File: src/hdl/trs_io_pkg.sv
`default_nettype none

package trs_io_pkg;

  typedef logic [7:0] byte_t;

  // opcodes sent by the network processor
  typedef enum logic [7:0] {
    get_cookie  = 8'd0,
    dbus_write  = 8'd4,
    data_ready  = 8'd5,
    get_version = 8'd15,
    set_led     = 8'd26,
    get_config  = 8'd27
  } spi_cmd_e;

  typedef enum logic [1:0] {
    idle       = 2'd0,
    read_bytes = 2'd1  // collecting parameter bytes
  } parser_state_e;

  // identity returned to the host
  localparam byte_t COOKIE = 8'haf;
  localparam logic [2:0] VERSION_MAJOR = 3'd0;
  localparam logic [4:0] VERSION_MINOR = 5'd3;

  localparam int MAX_PARAMS = 2;  // parameter buffer depth

  // z80 i/o ports
  localparam byte_t TRS_IO_PORT = 8'h1f;
  localparam byte_t CASS_PORT   = 8'hff;

  localparam int NUM_AUDIO_CH = 2;
  localparam int MIX_W        = 9;  // signed mixed sample width

  // orchestra ports, index 0 left and 1 right
  localparam logic [NUM_AUDIO_CH-1:0][7:0] ORCH_M1_PORT = {8'hb9, 8'hb5};  // orchestra-85
  localparam logic [NUM_AUDIO_CH-1:0][7:0] ORCH_M3_PORT = {8'h79, 8'h75};  // orchestra-90

endpackage

`default_nettype wire
File: src/hdl/cmd_if.sv
`timescale 1ns/1ps
`default_nettype none

// one executed host command, valid only while trigger is high
interface cmd_if
  import trs_io_pkg::*;
();

  logic     trigger;  // single cycle pulse
  spi_cmd_e cmd;
  byte_t    param0;
  byte_t    param1;

  modport parser (
    output trigger,
    output cmd,
    output param0,
    output param1
  );

  modport port_block (
    input trigger,
    input cmd,
    input param0,
    input param1
  );

endinterface

`default_nettype wire

File: src/hdl/trs_io_top.sv
`timescale 1ns/1ps
`default_nettype none

module trs_io_top
  import trs_io_pkg::*;
(
  input  logic                    clk,
  input  logic                    rst,
  input  logic                    sck,
  input  logic                    cs_n,
  input  logic                    mosi,
  output logic                    miso,
  input  logic                    io_in,
  input  logic                    io_out,
  input  byte_t                   port,
  input  byte_t                   wr_data,
  output byte_t                   rd_data,
  input  logic [3:0]              conf,
  output logic                    int_req,
  output logic [2:0]              led,
  output logic signed [MIX_W-1:0] audio_l,
  output logic signed [MIX_W-1:0] audio_r,
  output logic                    pdm_l,
  output logic                    pdm_r
);

  byte_t                   rx_byte;
  logic                    rx_valid;
  byte_t                   tx_byte;
  logic [NUM_AUDIO_CH-1:0] orch_wr;
  byte_t                   orch_data;
  logic [1:0]              cass_level;
  logic signed [MIX_W-1:0] mix [NUM_AUDIO_CH];
  logic [NUM_AUDIO_CH-1:0] pdm;

  cmd_if host_cmd ();

  spi_slave spi_slave_i (
    .clk      (clk),
    .rst      (rst),
    .sck      (sck),
    .cs_n     (cs_n),
    .mosi     (mosi),
    .miso     (miso),
    .rx_byte  (rx_byte),
    .rx_valid (rx_valid),
    .tx_byte  (tx_byte)
  );

  cmd_parser cmd_parser_i (
    .clk      (clk),
    .rst      (rst),
    .rx_byte  (rx_byte),
    .rx_valid (rx_valid),
    .tx_byte  (tx_byte),
    .conf     (conf),
    .led      (led),
    .host     (host_cmd.parser)
  );

  io_port_decoder io_port_decoder_i (
    .clk        (clk),
    .rst        (rst),
    .io_in      (io_in),
    .io_out     (io_out),
    .port       (port),
    .wr_data    (wr_data),
    .rd_data    (rd_data),
    .conf       (conf),
    .int_req    (int_req),
    .host       (host_cmd.port_block),
    .orch_wr    (orch_wr),
    .orch_data  (orch_data),
    .cass_level (cass_level)
  );

  // channel 0 left, channel 1 right
  for (genvar ch = 0; ch < NUM_AUDIO_CH; ch++) begin : g_audio
    audio_channel audio_channel_i (
      .clk         (clk),
      .rst         (rst),
      .sample_wr   (orch_wr[ch]),
      .sample_data (orch_data),
      .cass_level  (cass_level),
      .mix         (mix[ch]),
      .pdm         (pdm[ch])
    );
  end

  assign audio_l = mix[0];
  assign audio_r = mix[1];
  assign pdm_l   = pdm[0];
  assign pdm_r   = pdm[1];

endmodule

`default_nettype wire

File: src/hdl/audio_channel.sv
`timescale 1ns/1ps
`default_nettype none

module audio_channel
  import trs_io_pkg::*;
(
  input  logic                    clk,
  input  logic                    rst,
  input  logic                    sample_wr,
  input  byte_t                   sample_data,
  input  logic [1:0]              cass_level,
  output logic signed [MIX_W-1:0] mix,
  output logic                    pdm
);

  logic signed [7:0]     sample;    // orchestra byte, two's complement
  logic signed [1:0]     cass_term; // -1, 0 or +1
  logic signed [MIX_W:0] mix_wide;  // one spare bit for the overflow check
  logic [MIX_W:0]        acc;

  always_ff @(posedge clk) begin
    if (rst) begin
      sample <= '0;
    end else if (sample_wr) begin
      sample <= sample_data;
    end
  end

  // inverted bit 1 plus bit 0, less one
  assign cass_term = {1'b0, ~cass_level[1]} + {1'b0, cass_level[0]} - 2'd1;

  assign mix_wide = {{(MIX_W + 1 - 8){sample[7]}}, sample}
                  + {cass_term[1], cass_term, 7'b0000000};
  assign mix      = mix_wide[MIX_W-1:0];

  // first order sigma-delta, carry out is the bit stream
  always_ff @(posedge clk) begin
    if (rst) begin
      acc <= '0;
    end else begin
      acc <= {1'b0, acc[MIX_W-1:0]} + {1'b0, ~mix[MIX_W-1], mix[MIX_W-2:0]};
    end
  end

  assign pdm = acc[MIX_W];

  a_mix_no_wrap: assert property (
    @(posedge clk) disable iff (rst) mix_wide[MIX_W] == mix_wide[MIX_W-1]
  );

endmodule

`default_nettype wire

File: src/hdl/io_port_decoder.sv
`timescale 1ns/1ps
`default_nettype none

module io_port_decoder
  import trs_io_pkg::*;
(
  input  logic                    clk,
  input  logic                    rst,
  input  logic                    io_in,
  input  logic                    io_out,
  input  byte_t                   port,
  input  byte_t                   wr_data,
  output byte_t                   rd_data,
  input  logic [3:0]              conf,
  output logic                    int_req,
  cmd_if.port_block               host,
  output logic [NUM_AUDIO_CH-1:0] orch_wr,
  output byte_t                   orch_data,
  output logic [1:0]              cass_level
);

  logic                    is_m3;
  logic                    trs_io_rd;
  logic                    cass_wr;
  logic                    data_ready_flag;
  byte_t                   host_data;  // byte from dbus_write
  logic [NUM_AUDIO_CH-1:0] orch_sel;

  assign is_m3     = ~conf[3];  // jumper low means model iii
  assign trs_io_rd = io_in && (port == TRS_IO_PORT);
  assign cass_wr   = io_out && (port == CASS_PORT);

  // orchestra-85 or orchestra-90 address set
  always_comb begin
    for (int ch = 0; ch < NUM_AUDIO_CH; ch++) begin
      orch_sel[ch] = io_out && (port == (is_m3 ? ORCH_M3_PORT[ch] : ORCH_M1_PORT[ch]));
    end
  end

  always_ff @(posedge clk) begin
    if (rst) begin
      data_ready_flag <= 1'b0;
      cass_level      <= '0;
      orch_wr         <= '0;
    end else begin
      orch_wr <= orch_sel;
      if (cass_wr) begin
        cass_level <= wr_data[1:0];
      end
      if (trs_io_rd) begin
        data_ready_flag <= 1'b0;  // z80 picked up the byte
      end
      // a new data_ready from the host wins over the clear
      if (host.trigger && host.cmd == data_ready) begin
        data_ready_flag <= 1'b1;
      end
    end
  end

  always_ff @(posedge clk) begin
    if (host.trigger && host.cmd == dbus_write) begin
      host_data <= host.param0;
    end
    if (|orch_sel) begin
      orch_data <= wr_data;
    end
  end

  assign int_req = data_ready_flag;
  assign rd_data = trs_io_rd ? host_data : '0;

endmodule

`default_nettype wire

File: src/hdl/cmd_parser.sv
`timescale 1ns/1ps
`default_nettype none

module cmd_parser
  import trs_io_pkg::*;
(
  input  logic       clk,
  input  logic       rst,
  input  byte_t      rx_byte,
  input  logic       rx_valid,
  output byte_t      tx_byte,
  input  logic [3:0] conf,
  output logic [2:0] led,
  cmd_if.parser      host
);

  localparam int CNT_W = $clog2(MAX_PARAMS + 1);
  localparam int IDX_W = (MAX_PARAMS > 1) ? $clog2(MAX_PARAMS) : 1;

  parser_state_e    state;
  logic [CNT_W-1:0] remaining;  // parameter bytes still to come
  logic [IDX_W-1:0] idx;
  logic             trigger;
  spi_cmd_e         cmd;
  byte_t            params [MAX_PARAMS];

  always_ff @(posedge clk) begin
    if (rst) begin
      state     <= idle;
      remaining <= '0;
      idx       <= '0;
      trigger   <= 1'b0;
      tx_byte   <= '0;
    end else begin
      trigger <= 1'b0;
      if (rx_valid) begin
        case (state)
          idle: begin
            idx <= '0;
            case (rx_byte)
              get_cookie: begin
                trigger <= 1'b1;
                tx_byte <= COOKIE;
              end
              get_version: begin
                trigger <= 1'b1;
                tx_byte <= {VERSION_MAJOR, VERSION_MINOR};
              end
              get_config: begin
                trigger <= 1'b1;
                tx_byte <= {4'b0000, conf};
              end
              data_ready: trigger <= 1'b1;
              dbus_write, set_led: begin
                remaining <= CNT_W'(1);
                state     <= read_bytes;
              end
              default: ;  // unknown opcode, stay idle
            endcase
          end
          read_bytes: begin
            idx <= idx + IDX_W'(1);
            if (remaining == CNT_W'(1)) begin
              trigger <= 1'b1;
              state   <= idle;
            end else begin
              remaining <= remaining - CNT_W'(1);
            end
          end
          default: state <= idle;
        endcase
      end
    end
  end

  always_ff @(posedge clk) begin
    if (rx_valid && state == idle) begin
      cmd <= spi_cmd_e'(rx_byte);
    end
    if (rx_valid && state == read_bytes) begin
      params[idx] <= rx_byte;
    end
  end

  always_ff @(posedge clk) begin
    if (rst) begin
      led <= '0;
    end else if (trigger && cmd == set_led) begin
      led <= params[0][2:0];  // red, green, blue
    end
  end

  assign host.trigger = trigger;
  assign host.cmd     = cmd;
  assign host.param0  = params[0];
  assign host.param1  = params[1];

  a_count_in_read: assert property (
    @(posedge clk) disable iff (rst) state == read_bytes |-> remaining != '0
  );

endmodule

`default_nettype wire

File: src/hdl/spi_slave.sv
`timescale 1ns/1ps
`default_nettype none

module spi_slave
  import trs_io_pkg::*;
(
  input  logic  clk,
  input  logic  rst,
  input  logic  sck,
  input  logic  cs_n,
  input  logic  mosi,
  output logic  miso,
  output byte_t rx_byte,
  output logic  rx_valid,
  input  byte_t tx_byte
);

  logic [2:0] sck_sync;  // two sync stages plus one for edge detect
  logic [1:0] cs_sync;
  logic [1:0] mosi_sync;
  logic       sck_rise;
  logic       sck_fall;
  logic       cs_active;
  logic [2:0] bit_cnt;
  byte_t      rx_shift;
  byte_t      tx_shift;

  always_ff @(posedge clk) begin
    if (rst) begin
      sck_sync  <= '0;
      cs_sync   <= 2'b11;  // deselected
      mosi_sync <= '0;
    end else begin
      sck_sync  <= {sck_sync[1:0], sck};
      cs_sync   <= {cs_sync[0], cs_n};
      mosi_sync <= {mosi_sync[0], mosi};
    end
  end

  assign sck_rise  = (sck_sync[2:1] == 2'b01);
  assign sck_fall  = (sck_sync[2:1] == 2'b10);
  assign cs_active = ~cs_sync[1];

  always_ff @(posedge clk) begin
    if (rst) begin
      bit_cnt  <= '0;
      rx_valid <= 1'b0;
      tx_shift <= '0;
    end else begin
      rx_valid <= 1'b0;
      if (!cs_active) begin
        bit_cnt <= '0;  // drop any partial byte
      end else begin
        if (sck_rise) begin
          bit_cnt <= bit_cnt + 3'd1;
          if (bit_cnt == 3'd7) begin
            rx_valid <= 1'b1;
          end
        end
        // response is picked up after the first bit of a byte
        if (sck_fall) begin
          if (bit_cnt == 3'd1) begin
            tx_shift <= tx_byte;
          end else begin
            tx_shift <= {tx_shift[6:0], 1'b0};
          end
        end
      end
    end
  end

  always_ff @(posedge clk) begin
    if (cs_active && sck_rise) begin
      rx_shift <= {rx_shift[6:0], mosi_sync[1]};  // msb first
    end
  end

  assign rx_byte = rx_shift;
  assign miso    = cs_active ? tx_shift[7] : 1'b0;

  // the host still selects the slave when a byte completes
  a_rx_only_selected: assert property (
    @(posedge clk) disable iff (rst) rx_valid |-> cs_active
  );

endmodule

`default_nettype wire

File: config.mk
export PLATFORM = sky130hd
export DESIGN_NAME = trs_io_top
export DESIGN_NICKNAME = d
export VERILOG_FILES = /design/src/hdl/trs_io_pkg.sv /design/src/hdl/cmd_if.sv /design/src/hdl/trs_io_top.sv /design/src/hdl/audio_channel.sv /design/src/hdl/io_port_decoder.sv /design/src/hdl/cmd_parser.sv /design/src/hdl/spi_slave.sv
export SDC_FILE = /design/constraint.sdc
export NUM_CORES = 1
export LEC_CHECK = 0
export ABC_AREA = 1
export BUFFER_PORTS_ARGS = -buffer_cell sky130_fd_sc_hd__buf_2
export CORE_ASPECT_RATIO = 1.75
export CORE_MARGIN = 4
export CORE_UTILIZATION = 30
export CTS_BUF_LIST = sky130_fd_sc_hd__clkbuf_16
export CTS_CLUSTER_DIAMETER = 200
export DETAILED_ROUTE_END_ITERATION = 16
export PLACE_DENSITY = 0.43
export SYNTH_ARGS = -nofsm -noshare
export SYNTH_HDL_FRONTEND = slang
export SYNTH_HIERARCHICAL = 1
export SYNTH_SLANG_ARGS = --single-unit
File: constraint.sdc
create_clock -name clk -period 3.2 [get_ports clk]
set_input_delay 0.32 -clock clk [delete_from_list [all_inputs] [get_ports clk]]
set_output_delay 0.32 -clock clk [all_outputs]
set_load 0.005 [all_outputs]
==> summary.txt <==
Clock tree
  • Resize count post-CTS: 0
  • # Post-CTS Setup Buffers: 0
  • Worst-Skew Late Latency: 0.41 ns
  • Clk sinks: 113
  • Clk pin slew, worst setup/hold paths: 0.06 ns
  • Number of hold buffers added after cts: 0
  • CTS buffer count: 17
  • CTS Root Cell: clkbuf_16
  • Clk buf depth: 2
  • H-tree depth: 4
  • TritonCTS clock tree: yes

Worst setup path
  • Slowest stage delay, CP: 0.49 ns
  • Crit Path Max Fanout: 4
  • Crit-path cells: inv_1 -> fa_1 -> ha_1 -> nand2_1 -> inv_1 -> a21oi_1 -> nand3_1 -> nand2_1 -> nor2_1
  • Crit start category: flip-flop
  • WP data arrival: 2.25 ns
  • Critical path's slowest cell: fa_1
  • Critical Path RT: 3.51 ns
  • Setup CP Type: flip-flop to flip-flop
  • Crit. End Element: flip-flop

Drt
  • Router iterations before antenna repair: 4
  • Vias: 4208
  • Antenna-violating nets left: 0
  • Routed WL per cell: 12.1 microns
  • Post-DR vias/cell: 4.28
  • Detailed Route WL: 11900 microns
  • DRT iter0 DRCs: 184
  • # DRC: 0

Power
  • Total power draw: 0.00348 W
  • Clock network power share: 0.547
  • Switching power: 0.000794 W
  • Power Dens Cells: 537 nW/um^2
  • Power Internal: 0.00269 W
  • Gate power share: 0.024
  • Reg power frac: 0.430
  • Worst VDD drop: 0.281 mV
  • Cell leakage power: 3.05 nW
  • Sw Ratio: 0.228

Cells and area
  • Layout area overhead: 18.3%
  • Antenna cells: 0
  • Final Cell Area: 6480 sq um
  • FILL cells: 1891
  • Layout Nets: 790
  • Layout Cells excl Fill: 984
  • Final Util: 0.361
  • Share of cells above drive strength 1: 0.176

GRT
  • GRT Residual Overflow: 0
  • Vias in the first global route: 4186
  • Initial antenna violation count: 0
  • First-pass GRT wire length: 19700 microns
  • GR Util All Layers: 0.123
  • Largest net degree at the start of global routing: 23

Timing
  • Final hold viol count: 0
  • Setup violators final: 0
  • Fin crit period: 1.94 ns
  • Pin slew with the least headroom to its limit: 0.744 ns
  • RSZ-0062 raised after global routing: false
  • Worst slew margin: 0.502
  • Final slew viol count: 0
  • Final period util: 0.608
  • Fin Setup TNS: 0 ns
  • Max Fclk: 514 MHz
  • Clk_skew: 0.00787 ns

Floorplan
  • FP Rows: 65
  • Starting Density: 0.305
  • Core Area: 18000 sq um
  • Die area: 20600 sq um
  • Die Y: 187 microns
  • Io pins: 60
  • Die X: 110 microns

Yosys
  • Avg Inst Size Synth: 8.05 sq um
  • Post-Syn Area: 5480 sq um
  • YS warnings: 6
  • Syn Inst Count: 681

Placed design
  • DP Cell Count: 952
  • HPWL after DPL: 9060 microns
  • Area after DPL: 5890 sq um
  • Port bufs: 59
  • Routability cong.: 0.775

Worst hold path
  • Hold crit path type: input pin to flip-flop

Outcome
  • Status: complete, no violations

Job
  • MaxCap Viol Count: 0
[power by group through the flow]
stage               logic [W]  clock network, W  registers (W)
floorplan           0.0000547                 0        0.00152
global placement    0.0000831                 0        0.00153
detailed placement  0.0000849                 0        0.00153
CTS                 0.0000855           0.00197        0.00150
global route        0.0000968           0.00202        0.00150
finish              0.0000829           0.00190        0.00150
[metrics by stage]
stage                     hold WS (ns)  worst slack (ns)
final                           0.0863              1.26
after global routing            0.0673              1.09
after detailed placement         0.395              1.25
after global placement           0.387              1.38
after CTS                       0.0589              1.25
after floorplan                  0.386              1.43
[layout by cell type (no fill, tap or decap), types with 3 or more instances in the layout]
cell,instances
dfxtp_1,73
o21ai_1,5
nand3_1,26
edfxtp_1,40
a21oi_1,38
nand2_1,137
clkbuf_16,17
fa_1,4
buf_2,59
nor2_2,3
nor2_1,126
nand3_2,4
nor2_4,3
nand2_2,11
nor3_1,3
o21ai_0,21
inv_1,111
inv_6,7
clkinv_4,4
inv_2,8
nand3b_1,3
ha_1,22
[worst max-delay path: cells and delay by family (launching register included)]
kind,cells,cell delay [ns]
flops,1,0.36
buf+inv,2,0.12
compound gates,1,0.20
simple gates,4,0.31
fa+ha+maj,2,0.85
[path summary, 6_finish.rpt]
check                           cells past startpoint  slack [ns]                                      endpoint                                          from
worst max-delay path                                9        1.26  g_audio[1].audio_channel_i/acc[8]$_SDFF_PP0_  io_port_decoder_i/cass_level[1]$_SDFFE_PP0P_
worst min-delay path                                1        0.09      io_port_decoder_i/orch_data[4]$_DFFE_PP_                                    wr_data[4]
worst max register to register                      9        1.26  g_audio[1].audio_channel_i/acc[8]$_SDFF_PP0_  io_port_decoder_i/cass_level[1]$_SDFFE_PP0P_
worst min register to register                      2        0.40            spi_slave_i/sck_sync[1]$_SDFF_PP0_            spi_slave_i/sck_sync[0]$_SDFF_PP0_
[sequential cells by signal, indices dropped and copies added, names as in the netlist, 8 cells and up]
| register | count |
|---|---|
| cmd_parser_i/host.cmd | 8 |
| cmd_parser_i/params | 8 |
| g_audio.audio_channel_i/acc | 20 |
| g_audio.audio_channel_i/sample | 16 |
| io_port_decoder_i/host_data | 8 |
| io_port_decoder_i/orch_data | 8 |
| spi_slave_i/rx_byte | 8 |
| spi_slave_i/tx_shift | 8 |
[layer usage]
layer  routed length, microns  up-vias  GRT usage
li1                         -     2208          -
met1                     4630     1914      0.126
met2                     6460       69      0.227
met3                      551       17     0.0345
met4                      230        0     0.0526
met5                        0        -          0
[cell type report]
| cell class | count | area (sq um) | share of cell area |
|---|---|---|---|
| clock buffers | 17 | 425 | 0.0656 |
| clock inverters | 15 | 171 | 0.0264 |
| flip-flops and latches | 113 | 2660 | 0.411 |
| well taps | 234 | 293 | 0.0451 |
| inverters | 120 | 450 | 0.0695 |
| repair buffers | 59 | 295 | 0.0455 |
| multi-input cells | 426 | 2190 | 0.337 |
Note: power is estimated with default switching activity, not from simulation.
